==> config.mk <==
export PLATFORM = sky130hd
export DESIGN_NAME = rv_core
export DESIGN_NICKNAME = d
export VERILOG_FILES = /design/src/hdl/rv_pkg.sv /design/src/hdl/rv_alu.sv /design/src/hdl/rv_control.sv /design/src/hdl/rv_core.sv /design/src/hdl/rv_decoder.sv /design/src/hdl/rv_mem_if.sv /design/src/hdl/rv_regfile.sv
export VERILOG_INCLUDE_DIRS = /design/src /design/src/hdl
export SDC_FILE = /design/constraint.sdc
export NUM_CORES = 2
export LEC_CHECK = 0
export BUFFER_PORTS_ARGS = -buffer_cell sky130_fd_sc_hd__buf_2
export CAP_MARGIN = 20
export CORE_MARGIN = 4
export CORE_UTILIZATION = 45
export CTS_BUF_LIST = sky130_fd_sc_hd__clkbuf_4 sky130_fd_sc_hd__clkbuf_8
export DETAILED_ROUTE_END_ITERATION = 6
export PLACE_DENSITY = 0.59
export REMOVE_ABC_BUFFERS = 1
export SYNTH_ARGS = -nofsm -noshare
export SYNTH_HDL_FRONTEND = slang
export SYNTH_HIERARCHICAL = 1
export SYNTH_SLANG_ARGS = --single-unit
==> constraint.sdc <==
create_clock -name clk -period 4.7 [get_ports clk]
set_input_delay 0.47 -clock clk [delete_from_list [all_inputs] [get_ports clk]]
set_output_delay 0.47 -clock clk [all_outputs]
set_load 0.005 [all_outputs]
==> src/hdl/rv_defs.svh <==
`ifndef RV_DEFS_SVH
`define RV_DEFS_SVH

`define RV_XLEN          32
`define RV_REG_COUNT     32
`define RV_REGIDX_BITS   5
`define RV_RESET_PC      32'h0000_0000

// Major opcodes
`define RV_OPC_LUI       7'b0110111
`define RV_OPC_JAL       7'b1101111
`define RV_OPC_BRANCH    7'b1100011
`define RV_OPC_LOAD      7'b0000011
`define RV_OPC_STORE     7'b0100011
`define RV_OPC_OPIMM     7'b0010011
`define RV_OPC_OP        7'b0110011

// funct3 for OP and OP-IMM
`define RV_F3_ADD        3'b000
`define RV_F3_SLT        3'b010
`define RV_F3_SLTU       3'b011
`define RV_F3_XOR        3'b100
`define RV_F3_OR         3'b110
`define RV_F3_AND        3'b111

// funct3 for branches
`define RV_F3_BEQ        3'b000
`define RV_F3_BNE        3'b001
`define RV_F3_BLT        3'b100
`define RV_F3_BGE        3'b101
`define RV_F3_BLTU       3'b110
`define RV_F3_BGEU       3'b111

`define RV_F3_WORD       3'b010
`define RV_F7_BASE       7'b0000000
`define RV_F7_SUB        7'b0100000

`endif

==> src/hdl/rv_pkg.sv <==
`include "rv_defs.svh"

package rv_pkg;

	typedef logic [`RV_XLEN-1:0] word_t;
	typedef logic [`RV_REGIDX_BITS-1:0] reg_idx_t;

	// Compare ops at the end share the cond output
	typedef enum logic [3:0] {
		alu_add,
		alu_sub,
		alu_slt,
		alu_sltu,
		alu_xor,
		alu_or,
		alu_and,
		alu_eq,
		alu_ne,
		alu_lt,
		alu_ge,
		alu_ltu,
		alu_geu,
		alu_pass_b
	} alu_op_t;

	typedef enum logic [2:0] {
		kind_alu_reg,
		kind_alu_imm,
		kind_lui,
		kind_jal,
		kind_branch,
		kind_load,
		kind_store,
		kind_illegal
	} instr_kind_t;

	typedef enum logic [2:0] {
		cpu_fetch,
		cpu_ld_rs1,
		cpu_ld_rs2,
		cpu_exec,
		cpu_ldmem,
		cpu_stmem,
		cpu_trap
	} cpu_state_t;

	typedef enum logic [1:0] {
		mem_idle,
		mem_read,
		mem_write
	} mem_state_t;

endpackage

==> src/hdl/rv_alu.sv <==
`timescale 1ns/1ps

module rv_alu (
	input  rv_pkg::alu_op_t op,
	input  rv_pkg::word_t   a,
	input  rv_pkg::word_t   b,
	output rv_pkg::word_t   result,
	output logic            cond
);
	import rv_pkg::*;

	logic is_eq;
	logic is_lt;
	logic is_ltu;

	assign is_eq = a == b;
	assign is_lt = $signed(a) < $signed(b);
	assign is_ltu = a < b;

	always_comb begin
		case (op)
			alu_eq: cond = is_eq;
			alu_ne: cond = !is_eq;
			alu_slt, alu_lt: cond = is_lt;
			alu_ge: cond = !is_lt;
			alu_sltu, alu_ltu: cond = is_ltu;
			alu_geu: cond = !is_ltu;
			default: cond = 1'b0;
		endcase
	end

	always_comb begin
		case (op)
			alu_add: result = a + b;
			alu_sub: result = a - b;
			alu_xor: result = a ^ b;
			alu_or: result = a | b;
			alu_and: result = a & b;
			alu_pass_b: result = b;
			// Compares give 0 or 1
			default: result = word_t'(cond);
		endcase
	end

endmodule

==> src/hdl/rv_control.sv <==
`timescale 1ns/1ps
`include "rv_defs.svh"

module rv_control (
	input  logic                clk,
	input  logic                resetn,
	input  logic                mem_done,
	input  rv_pkg::word_t       mem_rdata,
	output logic                do_rinst,
	output logic                do_rdata,
	output logic                do_wdata,
	output rv_pkg::word_t       mem_addr_req,
	output rv_pkg::word_t       mem_wdata_req,
	output logic                instr_load,
	input  rv_pkg::instr_kind_t kind,
	input  rv_pkg::alu_op_t     dec_alu_op,
	input  rv_pkg::reg_idx_t    rd,
	input  rv_pkg::reg_idx_t    rs1,
	input  rv_pkg::reg_idx_t    rs2,
	input  rv_pkg::word_t       imm,
	output rv_pkg::reg_idx_t    raddr1,
	output rv_pkg::reg_idx_t    raddr2,
	input  rv_pkg::word_t       rdata1,
	input  rv_pkg::word_t       rdata2,
	output logic                we,
	output rv_pkg::reg_idx_t    waddr,
	output rv_pkg::word_t       wdata,
	output rv_pkg::alu_op_t     alu_op,
	output rv_pkg::word_t       op1,
	output rv_pkg::word_t       op2,
	input  rv_pkg::word_t       alu_result,
	input  logic                alu_cond,
	output logic                trap
);
	import rv_pkg::*;

	cpu_state_t state;
	word_t pc;
	word_t pc_next4;
	word_t target;
	word_t ls_addr;
	logic busy;
	logic ls_aligned;
	logic take;

	assign pc_next4 = pc + 32'd4;
	assign target = pc + imm;
	assign ls_addr = op1 + imm;
	assign ls_aligned = ls_addr[1:0] == 2'b00;
	assign take = kind == kind_jal || (kind == kind_branch && alu_cond);

	assign raddr1 = rs1;
	assign raddr2 = rs2;
	assign waddr = rd;
	assign alu_op = dec_alu_op;
	assign trap = state == cpu_trap;

	assign mem_addr_req = (state == cpu_fetch) ? pc : ls_addr;
	assign mem_wdata_req = op2;

	// One request per memory state, issued while not yet busy
	assign do_rinst = state == cpu_fetch && !busy;
	assign do_rdata = state == cpu_ldmem && !busy && ls_aligned;
	assign do_wdata = state == cpu_stmem && !busy && ls_aligned;
	assign instr_load = state == cpu_fetch && mem_done;

	always_comb begin
		we = 1'b0;
		wdata = alu_result;
		case (state)
			cpu_exec: begin
				we = kind != kind_branch;
				if (kind == kind_jal)
					wdata = pc_next4;
			end
			cpu_ldmem: begin
				we = mem_done;
				wdata = mem_rdata;
			end
			default: we = 1'b0;
		endcase
	end

	always_ff @(posedge clk) begin
		if (state == cpu_ld_rs1) begin
			op1 <= rdata1;
			op2 <= imm;
		end else if (state == cpu_ld_rs2) begin
			op2 <= rdata2;
		end
	end

	always_ff @(posedge clk) begin
		if (!resetn) begin
			state <= cpu_fetch;
			pc <= `RV_RESET_PC;
			busy <= 1'b0;
		end else begin
			case (state)
				cpu_fetch: begin
					if (!busy) begin
						busy <= 1'b1;
					end else if (mem_done) begin
						busy <= 1'b0;
						state <= cpu_ld_rs1;
					end
				end
				cpu_ld_rs1: begin
					case (kind)
						kind_lui, kind_alu_imm, kind_jal: state <= cpu_exec;
						kind_load: state <= cpu_ldmem;
						kind_alu_reg, kind_branch, kind_store: state <= cpu_ld_rs2;
						default: state <= cpu_trap;
					endcase
				end
				cpu_ld_rs2: begin
					state <= (kind == kind_store) ? cpu_stmem : cpu_exec;
				end
				cpu_exec: begin
					if (!take) begin
						pc <= pc_next4;
						state <= cpu_fetch;
					end else if (target[1:0] != 2'b00) begin
						state <= cpu_trap;
					end else begin
						pc <= target;
						state <= cpu_fetch;
					end
				end
				cpu_ldmem, cpu_stmem: begin
					if (!ls_aligned) begin
						state <= cpu_trap;
					end else if (!busy) begin
						busy <= 1'b1;
					end else if (mem_done) begin
						busy <= 1'b0;
						pc <= pc_next4;
						state <= cpu_fetch;
					end
				end
				// Trap holds until reset
				default: state <= cpu_trap;
			endcase
		end
	end

endmodule

==> src/hdl/rv_core.sv <==
`timescale 1ns/1ps

module rv_core (
	input  logic          clk,
	input  logic          resetn,
	output logic          trap,
	output logic          mem_valid,
	output logic          mem_instr,
	output rv_pkg::word_t mem_addr,
	output rv_pkg::word_t mem_wdata,
	output logic [3:0]    mem_wstrb,
	input  logic          mem_ready,
	input  rv_pkg::word_t mem_rdata
);
	import rv_pkg::*;

	logic do_rinst, do_rdata, do_wdata;
	logic mem_done;
	logic instr_load;
	logic we;
	logic alu_cond;
	word_t mem_addr_req, mem_wdata_req;
	word_t imm, rdata1, rdata2, wdata;
	word_t op1, op2, alu_result;
	instr_kind_t kind;
	alu_op_t dec_alu_op, alu_op;
	reg_idx_t rd, rs1, rs2, raddr1, raddr2, waddr;

	rv_control u_control (
		.clk(clk),
		.resetn(resetn),
		.mem_done(mem_done),
		.mem_rdata(mem_rdata),
		.do_rinst(do_rinst),
		.do_rdata(do_rdata),
		.do_wdata(do_wdata),
		.mem_addr_req(mem_addr_req),
		.mem_wdata_req(mem_wdata_req),
		.instr_load(instr_load),
		.kind(kind),
		.dec_alu_op(dec_alu_op),
		.rd(rd),
		.rs1(rs1),
		.rs2(rs2),
		.imm(imm),
		.raddr1(raddr1),
		.raddr2(raddr2),
		.rdata1(rdata1),
		.rdata2(rdata2),
		.we(we),
		.waddr(waddr),
		.wdata(wdata),
		.alu_op(alu_op),
		.op1(op1),
		.op2(op2),
		.alu_result(alu_result),
		.alu_cond(alu_cond),
		.trap(trap)
	);

	rv_decoder u_decoder (
		.clk(clk),
		.instr_load(instr_load),
		.instr(mem_rdata),
		.kind(kind),
		.alu_op(dec_alu_op),
		.rd(rd),
		.rs1(rs1),
		.rs2(rs2),
		.imm(imm)
	);

	rv_regfile u_regfile (
		.clk(clk),
		.raddr1(raddr1),
		.raddr2(raddr2),
		.rdata1(rdata1),
		.rdata2(rdata2),
		.we(we),
		.waddr(waddr),
		.wdata(wdata)
	);

	rv_alu u_alu (
		.op(alu_op),
		.a(op1),
		.b(op2),
		.result(alu_result),
		.cond(alu_cond)
	);

	rv_mem_if u_mem_if (
		.clk(clk),
		.resetn(resetn),
		.do_rinst(do_rinst),
		.do_rdata(do_rdata),
		.do_wdata(do_wdata),
		.addr(mem_addr_req),
		.wdata(mem_wdata_req),
		.mem_done(mem_done),
		.mem_valid(mem_valid),
		.mem_instr(mem_instr),
		.mem_addr(mem_addr),
		.mem_wdata(mem_wdata),
		.mem_wstrb(mem_wstrb),
		.mem_ready(mem_ready)
	);

endmodule

==> src/hdl/rv_decoder.sv <==
`timescale 1ns/1ps
`include "rv_defs.svh"

module rv_decoder (
	input  logic                clk,
	input  logic                instr_load,
	input  rv_pkg::word_t       instr,
	output rv_pkg::instr_kind_t kind,
	output rv_pkg::alu_op_t     alu_op,
	output rv_pkg::reg_idx_t    rd,
	output rv_pkg::reg_idx_t    rs1,
	output rv_pkg::reg_idx_t    rs2,
	output rv_pkg::word_t       imm
);
	import rv_pkg::*;

	logic [6:0] opcode;
	logic [2:0] funct3;
	logic [6:0] funct7;
	instr_kind_t next_kind;
	alu_op_t next_op;
	word_t next_imm;
	word_t imm_i;
	word_t imm_s;
	word_t imm_b;
	word_t imm_u;
	word_t imm_j;

	assign opcode = instr[6:0];
	assign funct3 = instr[14:12];
	assign funct7 = instr[31:25];

	assign imm_i = {{20{instr[31]}}, instr[31:20]};
	assign imm_s = {{20{instr[31]}}, instr[31:25], instr[11:7]};
	assign imm_b = {{19{instr[31]}}, instr[31], instr[7], instr[30:25], instr[11:8], 1'b0};
	assign imm_u = {instr[31:12], 12'b0};
	assign imm_j = {{11{instr[31]}}, instr[31], instr[19:12], instr[20], instr[30:21], 1'b0};

	always_comb begin
		next_kind = kind_illegal;
		next_op = alu_add;
		next_imm = '0;
		case (opcode)
			`RV_OPC_LUI: begin
				next_kind = kind_lui;
				next_op = alu_pass_b;
				next_imm = imm_u;
			end
			`RV_OPC_JAL: begin
				next_kind = kind_jal;
				next_imm = imm_j;
			end
			`RV_OPC_BRANCH: begin
				next_kind = kind_branch;
				next_imm = imm_b;
				case (funct3)
					`RV_F3_BEQ: next_op = alu_eq;
					`RV_F3_BNE: next_op = alu_ne;
					`RV_F3_BLT: next_op = alu_lt;
					`RV_F3_BGE: next_op = alu_ge;
					`RV_F3_BLTU: next_op = alu_ltu;
					`RV_F3_BGEU: next_op = alu_geu;
					default: next_kind = kind_illegal;
				endcase
			end
			`RV_OPC_LOAD: begin
				next_imm = imm_i;
				if (funct3 == `RV_F3_WORD)
					next_kind = kind_load;
			end
			`RV_OPC_STORE: begin
				next_imm = imm_s;
				if (funct3 == `RV_F3_WORD)
					next_kind = kind_store;
			end
			`RV_OPC_OPIMM, `RV_OPC_OP: begin
				next_kind = (opcode == `RV_OPC_OP) ? kind_alu_reg : kind_alu_imm;
				next_imm = imm_i;
				case (funct3)
					`RV_F3_ADD: next_op = alu_add;
					`RV_F3_SLT: next_op = alu_slt;
					`RV_F3_SLTU: next_op = alu_sltu;
					`RV_F3_XOR: next_op = alu_xor;
					`RV_F3_OR: next_op = alu_or;
					`RV_F3_AND: next_op = alu_and;
					// Shifts are not implemented
					default: next_kind = kind_illegal;
				endcase
				if (opcode == `RV_OPC_OP && funct7 != `RV_F7_BASE) begin
					if (funct7 == `RV_F7_SUB && funct3 == `RV_F3_ADD)
						next_op = alu_sub;
					else
						next_kind = kind_illegal;
				end
			end
			default: next_kind = kind_illegal;
		endcase
	end

	always_ff @(posedge clk) begin
		if (instr_load) begin
			kind <= next_kind;
			alu_op <= next_op;
			imm <= next_imm;
			rd <= instr[11:7];
			rs1 <= instr[19:15];
			rs2 <= instr[24:20];
		end
	end

endmodule

==> src/hdl/rv_mem_if.sv <==
`timescale 1ns/1ps

module rv_mem_if (
	input  logic          clk,
	input  logic          resetn,
	input  logic          do_rinst,
	input  logic          do_rdata,
	input  logic          do_wdata,
	input  rv_pkg::word_t addr,
	input  rv_pkg::word_t wdata,
	output logic          mem_done,
	output logic          mem_valid,
	output logic          mem_instr,
	output rv_pkg::word_t mem_addr,
	output rv_pkg::word_t mem_wdata,
	output logic [3:0]    mem_wstrb,
	input  logic          mem_ready
);
	import rv_pkg::*;

	mem_state_t state;
	logic start;

	assign start = state == mem_idle && (do_rinst || do_rdata || do_wdata);
	assign mem_valid = state != mem_idle;
	assign mem_done = mem_valid && mem_ready;

	always_ff @(posedge clk) begin
		if (!resetn) begin
			state <= mem_idle;
			mem_instr <= 1'b0;
			mem_wstrb <= 4'b0000;
		end else begin
			case (state)
				mem_idle: begin
					if (do_rinst || do_rdata) begin
						state <= mem_read;
						mem_instr <= do_rinst;
						mem_wstrb <= 4'b0000;
					end else if (do_wdata) begin
						state <= mem_write;
						mem_instr <= 1'b0;
						mem_wstrb <= 4'b1111;
					end
				end
				mem_read, mem_write: begin
					// Wait as long as the memory needs
					if (mem_ready)
						state <= mem_idle;
				end
				default: state <= mem_idle;
			endcase
		end
	end

	// Held stable for the whole transfer
	always_ff @(posedge clk) begin
		if (start) begin
			mem_addr <= addr;
			mem_wdata <= wdata;
		end
	end

endmodule

==> src/hdl/rv_regfile.sv <==
`timescale 1ns/1ps
`include "rv_defs.svh"

module rv_regfile (
	input  logic             clk,
	input  rv_pkg::reg_idx_t raddr1,
	input  rv_pkg::reg_idx_t raddr2,
	output rv_pkg::word_t    rdata1,
	output rv_pkg::word_t    rdata2,
	input  logic             we,
	input  rv_pkg::reg_idx_t waddr,
	input  rv_pkg::word_t    wdata
);
	import rv_pkg::*;

	word_t regs [0:`RV_REG_COUNT-1];

	// x0 is never written
	always_ff @(posedge clk) begin
		if (we && waddr != '0) begin
			regs[waddr] <= wdata;
		end
	end

	assign rdata1 = (raddr1 == '0) ? '0 : regs[raddr1];
	assign rdata2 = (raddr2 == '0) ? '0 : regs[raddr2];

endmodule

---- Word-level counts from Yosys, hierarchy flattened ----
Memories as Yosys holds them, arrays and structs flattened. A register that Yosys moved wholly into a read port is not among the register bits.
Index checks and enable logic that the tools add are counted.
storage, ports and cells
  memory bits (writable) .................. 1024
  memories kept ........................... 1
  register bits ........................... 193
  output and inout bits ................... 71
  input bits .............................. 35
  word-level logic and storage cells ...... 184
cells by class
  multiplexer cells ....................... 54
  bitwise operators ....................... 3
  add/subtract/negate cells ............... 5
  $lt $le $gt $ge ......................... 2
  reduce and logical (&&, ||, !) cells .... 50
  equal/unequal tests ..................... 54
memories
  memory          depth  width  rd ports  clocked after memory_dff  write ports  line              RTL
  u_regfile.regs  32     32     2         2                         1            rv_regfile.sv:16  word_t regs [0:`RV_REG_COUNT-1];
operators with widths
  cell                                            count
  2-to-1 mux 32 bit                               10
  case mux 32 bit (6 select lines)                1
  case mux 32 bit (5 select lines)                1
  case mux 32 bit (2 select lines)                2
  adder 32 bit                                    3
  less-than comparator 32 bit                     2
  2-to-1 mux 3 bit                                12
  adder 32 x 3 -> 32 bit (second input constant)  1
  AND 32 bit                                      1
  == test 32 bit                                  1
  bitwise OR 32 bit                               1
  subtractor 32 bit                               1
  bitwise XOR 32 bit                              1
  == test 3 bit (second input constant)           10
  case mux 3 bit (5 select lines)                 2
  == test 7 x 6 -> 1 bit (second input constant)  4
  == test 4 bit (second input constant)           6
  case mux 4 bit (6 select lines)                 1
  == test 3 x 2 -> 1 bit (second input constant)  6
  case mux 3 bit (6 select lines)                 1
  == test 4 x 3 -> 1 bit (second input constant)  4
  == test 7 bit (second input constant)           2
  logical AND 1 bit                               12
  2-to-1 mux 4 bit                                3
  other kinds (34)                                80

---- Longest topological paths before layout ----
  depth in word-level cells ............... 7
  gate-level depth with buffers ........... 21
  mapped depth without buffers ............ 20

---- Modules after synthesis ----
The synthesis kept the hierarchy.
by module, submodules not included
  module      sequential area each (µm²)  cells each  area each (µm²)  times used
  rv_regfile  30749.5                     2400        46998.8          1
  rv_control  2642.5                      1088        9007.4           1
  rv_alu      0.0                         838         5345.1           1
  rv_decoder  1621.6                      169         2376.0           1
  rv_mem_if   2001.9                      93          2148.3           1

---- Least setup slack after synthesis ----
Ideal clock, no wire load.
  path kind ............................... reg-to-reg
  from .................................... register u_decoder.imm[0]
  to ...................................... register u_mem_if.mem_addr[0] (enable)
  clock period less this slack ............ 4.991 ns
  buffers on the path ..................... 0
  path slack .............................. -0.291 ns
  data required time ...................... 4.214 ns
  setup time .............................. 0.486 ns
  arrival ................................. 4.505 ns
  stages on the path, launching flop included .. 8
  cells stage by stage .................... edfxtp_1 > ha_1 > fa_1 > nor2_1 > nand2_1 > nor3b_1 > nor3_1 > nor2_1
between the ends
  elaborated cells on any way between the ends .. 7
  those cells by class .................... 1 x add/sub; 6 x reduce/logical
RTL lines
  element                 line               RTL
  start, declared         rv_decoder.sv:13   output rv_pkg::word_t imm
  start signal, assigned  rv_decoder.sv:104  imm <= next_imm;
  adder 32 bit            rv_control.sv:48   assign ls_addr = op1 + imm;
  zero test 2 bit         rv_control.sv:49   assign ls_aligned = ls_addr[1:0] == 2'b00;
  logical AND 1 bit       rv_control.sv:64   assign do_wdata = state == cpu_stmem && !busy && ls_aligned;
  via do_wdata            rv_core.sv:17      logic do_rinst, do_rdata, do_wdata;
  logical OR 1 bit        rv_mem_if.sv:24    assign start = state == mem_idle && (do_rinst || do_rdata || do_wdata);
  logical AND 1 bit       rv_mem_if.sv:24
  via u_mem_if.start      rv_mem_if.sv:22    logic start;
  end signal, assigned    rv_mem_if.sv:59    mem_addr <= addr;
  end, declared           rv_mem_if.sv:14    output rv_pkg::word_t mem_addr,
The timed path passes the listed nets, and every way through them passes these cells.
A chain may end at the register's enable or synchronous reset.

---- Worst setup path after layout ----
  from .................................... register u_control.op1[5] (read register of u_regfile.regs)
  to ...................................... register u_control.pc[4]
between the ends
  word-level cells in the longest chain between the ends .. 7
  elaborated cells on any way between the ends .. 13
  those cells by class .................... 2 x order compare; 2 x eq/ne; 3 x mux; 6 x reduce/logical
RTL lines
  element                                                                                          line                                      RTL
  start, declared                                                                                  rv_control.sv:29                          output rv_pkg::word_t op1,
  less-than comparator 32 bit, or another cell as far along                                        rv_alu.sv:18                              assign is_ltu = a < b;
  zero test 1 bit (on tied branches)                                                               rv_alu.sv:27, rv_alu.sv:23, rv_alu.sv:25
  case mux 1 bit (6 select lines) *                                                                rv_alu.sv:21                              case (op)
  via alu_cond                                                                                     rv_core.sv:21                             logic alu_cond;
  logical AND 1 bit *                                                                              rv_control.sv:50                          assign take = kind == kind_jal || (kind == kind_branch && alu_cond);
  logical OR 1 bit *                                                                               rv_control.sv:50
  != test 3 bit (no source line) / 2-to-1 mux 32 bit (equally long branches)                       n/a
  AND reduction 5 bit (no source line) / case mux 32 bit (2 select lines) (equally long branches)  n/a
  end signal, assigned                                                                             rv_control.sv:96                          pc <= `RV_RESET_PC;
  end signal, assigned                                                                             rv_control.sv:121                         pc <= pc_next4;
  end signal, assigned                                                                             rv_control.sv:126                         pc <= target;
  end, declared                                                                                    rv_control.sv:38                          word_t pc;
Mark *: on every way through the listed nets, which the timed path passes. The rest lies on a longest branch.

==> impl_metrics.yaml <==
status:
  status: "finished with violations"
  failed_checks: "design-rule violations"
global_routing:
  grt_pass1_vias: 44858
  busiest_layer: "met2"
  grt-ovfl-total: 0
  antenna_found_initial: 16
  grtUsageMet3: 0.0607
  use_met2: 0.480
  met1_usage: 0.399
  grt_util_all_layers: 0.298
  grt_max_degree: 78
  grt_pass1_wl_um: 326000
clock_tree:
  cts.path.max_buffers: 3
  clk_pin_slew_ns: 0.06
  cts_setup_buffers: 0
  cts.htree.levels: 4
  cts.sinks: 1246
  numCtsBuffers: 208
  cts_tree: "done"
  cts-root-buf: "clkbuf_8"
  clk_latency_ns: 0.98
yosys:
  synth.most_common_cell: "edfxtp_1"
  synth_area_leaders: "edfxtp_1 (55%), mux4_2 (15%), ha_1 (3.2%), mux2i_1 (2.9%), a21oi_1 (1.9%)"
  syn_inst: 4588
  synth_common_cells: "edfxtp_1 (1,206), mux4_2 (425), a21oi_1 (248)"
  yosys.area.top_type: "edfxtp_1"
  syn_avg_cell_area_um2: 14.4
  ys_seq_area_frac: 0.562
  ys.flop_type: "edfxtp_1"
  synth-seq-cells: 1246
  synth_enable_flop_cells: 1206
  ys_async_sr_fraction: 0
  ys_warn_count: 6
  synth_area_mm2: 0.0659
  synthDistinctLibCells: 107
  synth_top_cell_area_share: 0.550
flow_run:
  max_cap_viol_count: 0
floorplan:
  num_rows: 140
  ios: 106
  dieWidth_um: 391
  core_mm2: 0.146
  fp.dieH_um: 391
  start_util: 0.453
  dieArea_mm2: 0.153
power:
  power.leakage_nw: 26.0
  total_power_mw: 38.6
  ir_worst_vdd_v: 0.000329
  p_per_area_mw_per_mm2: 518
drt:
  drc: 1
  drt_iter0_drc: 5733
  vias: 46007
  drt-pass1-iter-count: 7
  drtAntennaViolNets: 0
  viasPerCell: 6.66
  drt-total-wl_um: 230000
  wl_per_cell_um: 33.3
sta:
  clock_skew_ns: 0.0594
  hold_violations: 0
  period_share: 0.946
  rsz0062_at_grt: "false"
  drv_slew: 0
  tightest_slew_ns: 1.21
  finalSetupViolCount: 0
  relSlewSlack: 0.191
  fin_setup_tns_ns: 0
  setup_slack_ns: 0.254
  fmax_ghz: 0.225
  min_period_ns: 4.45
critical_path:
  worst-path-max-fanout: 22
  timing.reg2reg.setup_slack_ns: 0.25
  crit_end: "u_control/pc[4]"
  startpoint: "u_control/op1[5]"
  worst_ep_required_time_ns: 5.52
  regToRegEndpoint: "u_control/pc[4]"
  critPathLaunchType: "flop"
  r2r_cells: 16
  cp.arrival_ns: 5.27
  critical_path_class: "flop to flop"
  end_kind: "flop"
  rr_startpoint: "u_control/op1[5]"
layout:
  final_nets: 5025
  stdcell_count: 6911
  synthToLayoutAreaGrowth_pct: 13.0
  drive_gt1_frac: 0.259
  utilization: 0.512
placed_design:
  dp_hpwl_um: 146000
  placed_cells: 6498
  place_ws_ns: -0.0194
  portBuffers: 105
  routabilityCongestion: 0.981
hold_path:
  min_path_type: "primary input to flop"
  whs_path_depth: 3
[placed cells by master (no fill, tap or decap), types with 35 or more instances in the layout]
cell	count
buf_2	105
a21o_1	52
a22oi_1	38
o22ai_1	65
clkbuf_4	63
nor3_1	68
nor2_4	35
edfxtp_1	1206
buf_12	61
a211oi_1	67
clkbuf_8	216
xnor2_1	42
a22o_1	66
nand2_1	237
o221ai_1	44
buf_4	171
nand3_1	52
inv_1	152
mux4_2	425
ha_1	168
o21ai_0	128
dfxtp_1	40
nor2_1	188
xor2_1	38
mux2_2	56
a21oi_1	248
a221oi_1	60
clkinv_1	48
mux2i_1	190
[area by class of cell]
class                   count  area, µm²
diodes                      3       7.51
clock buffers             279       3450
clock inverters           104        712
fillers                 12142      71100
inverters                 155        584
multi-input cells        2842      27000
flip-flops and latches   1246      37000
well taps                1917       2400
repair buffers            365       3320
[cells by family (layout without fill, tap and decap cells)]
kind of cell,after synthesis,after routing,share of synthesized area
AO/OA/AOI/OAI,1071,1071,0.113
XOR/XNOR,80,80,0.0106
adder cells (fa/ha/maj),172,172,0.0331
buffers and inverters,531,903,0.0375
flip-flops,1246,1246,0.562
multiplexers,672,672,0.184
other,1,35,0.0000569
AND/OR/NAND/NOR,815,815,0.0596
[where the power goes]
part	internal (mW)	switching (mW)	total, mW
clock network	5.12	4.60	9.73
registers	15.4	0.696	16.1
logic	4.21	8.53	12.7
total	24.8	13.8	38.6
[per-stage QoR]
| step | hold slack, ns | cell area, µm² |
|---|---|---|
| 2_1_floorplan | 0.463 | 64100 |
| 3_3_place_gp | 0.487 | 70000 |
| 3_5_place_dp | 0.503 | 70000 |
| 4_1_cts | 0.00498 | 74400 |
| 5_1_grt | 0.0340 | 74500 |
| 6_report | 0.104 | 74500 |
[worst min-delay path by stage]
stage | from | end
final | mem_rdata[6] | u_decoder/alu_op[3]
after global routing | mem_rdata[31] | u_decoder/imm[11]
after CTS | mem_rdata[6] | u_decoder/alu_op[3]
after detailed placement | u_control/mem_wdata_req[21] | u_mem_if/mem_wdata[21]
after global placement | u_mem_if/state[0] | u_mem_if/state[0]
after floorplan | u_mem_if/state[0] | u_mem_if/state[0]
[flip-flops by register name, indices dropped and copies added (netlist names), 32 cells and up]
register                 flops
u_regfile/regs            1024
u_control/mem_wdata_req     32
u_control/op1               32
u_control/pc                32
u_decoder/imm               32
u_mem_if/mem_addr           32
u_mem_if/mem_wdata          32
[per-layer routing]
metal,vias to the layer above,share of wire
met5,-,0.00012
met4,4,0.043
met3,508,0.10
met2,2825,0.47
met1,23738,0.39
li1,18932,-
[critical path: stages, from the launching register on]
cell	delay [ns]
edfxtp_1	0.43
inv_1	0.06
ha_1	0.39
nor3b_1	0.20
nor3_1	0.37
a2bb2oi_1	0.45
nand3_1	0.15
a41oi_1	0.28
a21oi_1	0.13
a21oi_1	0.20
a31oi_2	0.09
a21boi_1	0.24
o32a_1	0.20
and2_2	0.36
buf_4	0.33
o21ai_0	0.13
a221oi_1	0.32
[timing repair]
item	4_1_cts	5_1_grt
endpoints found under the setup margin	0	30
hold buffers	27	0
resized for setup	0	7
hold endpoints to repair	61	0
Note: power is estimated with default switching activity, not from simulation.
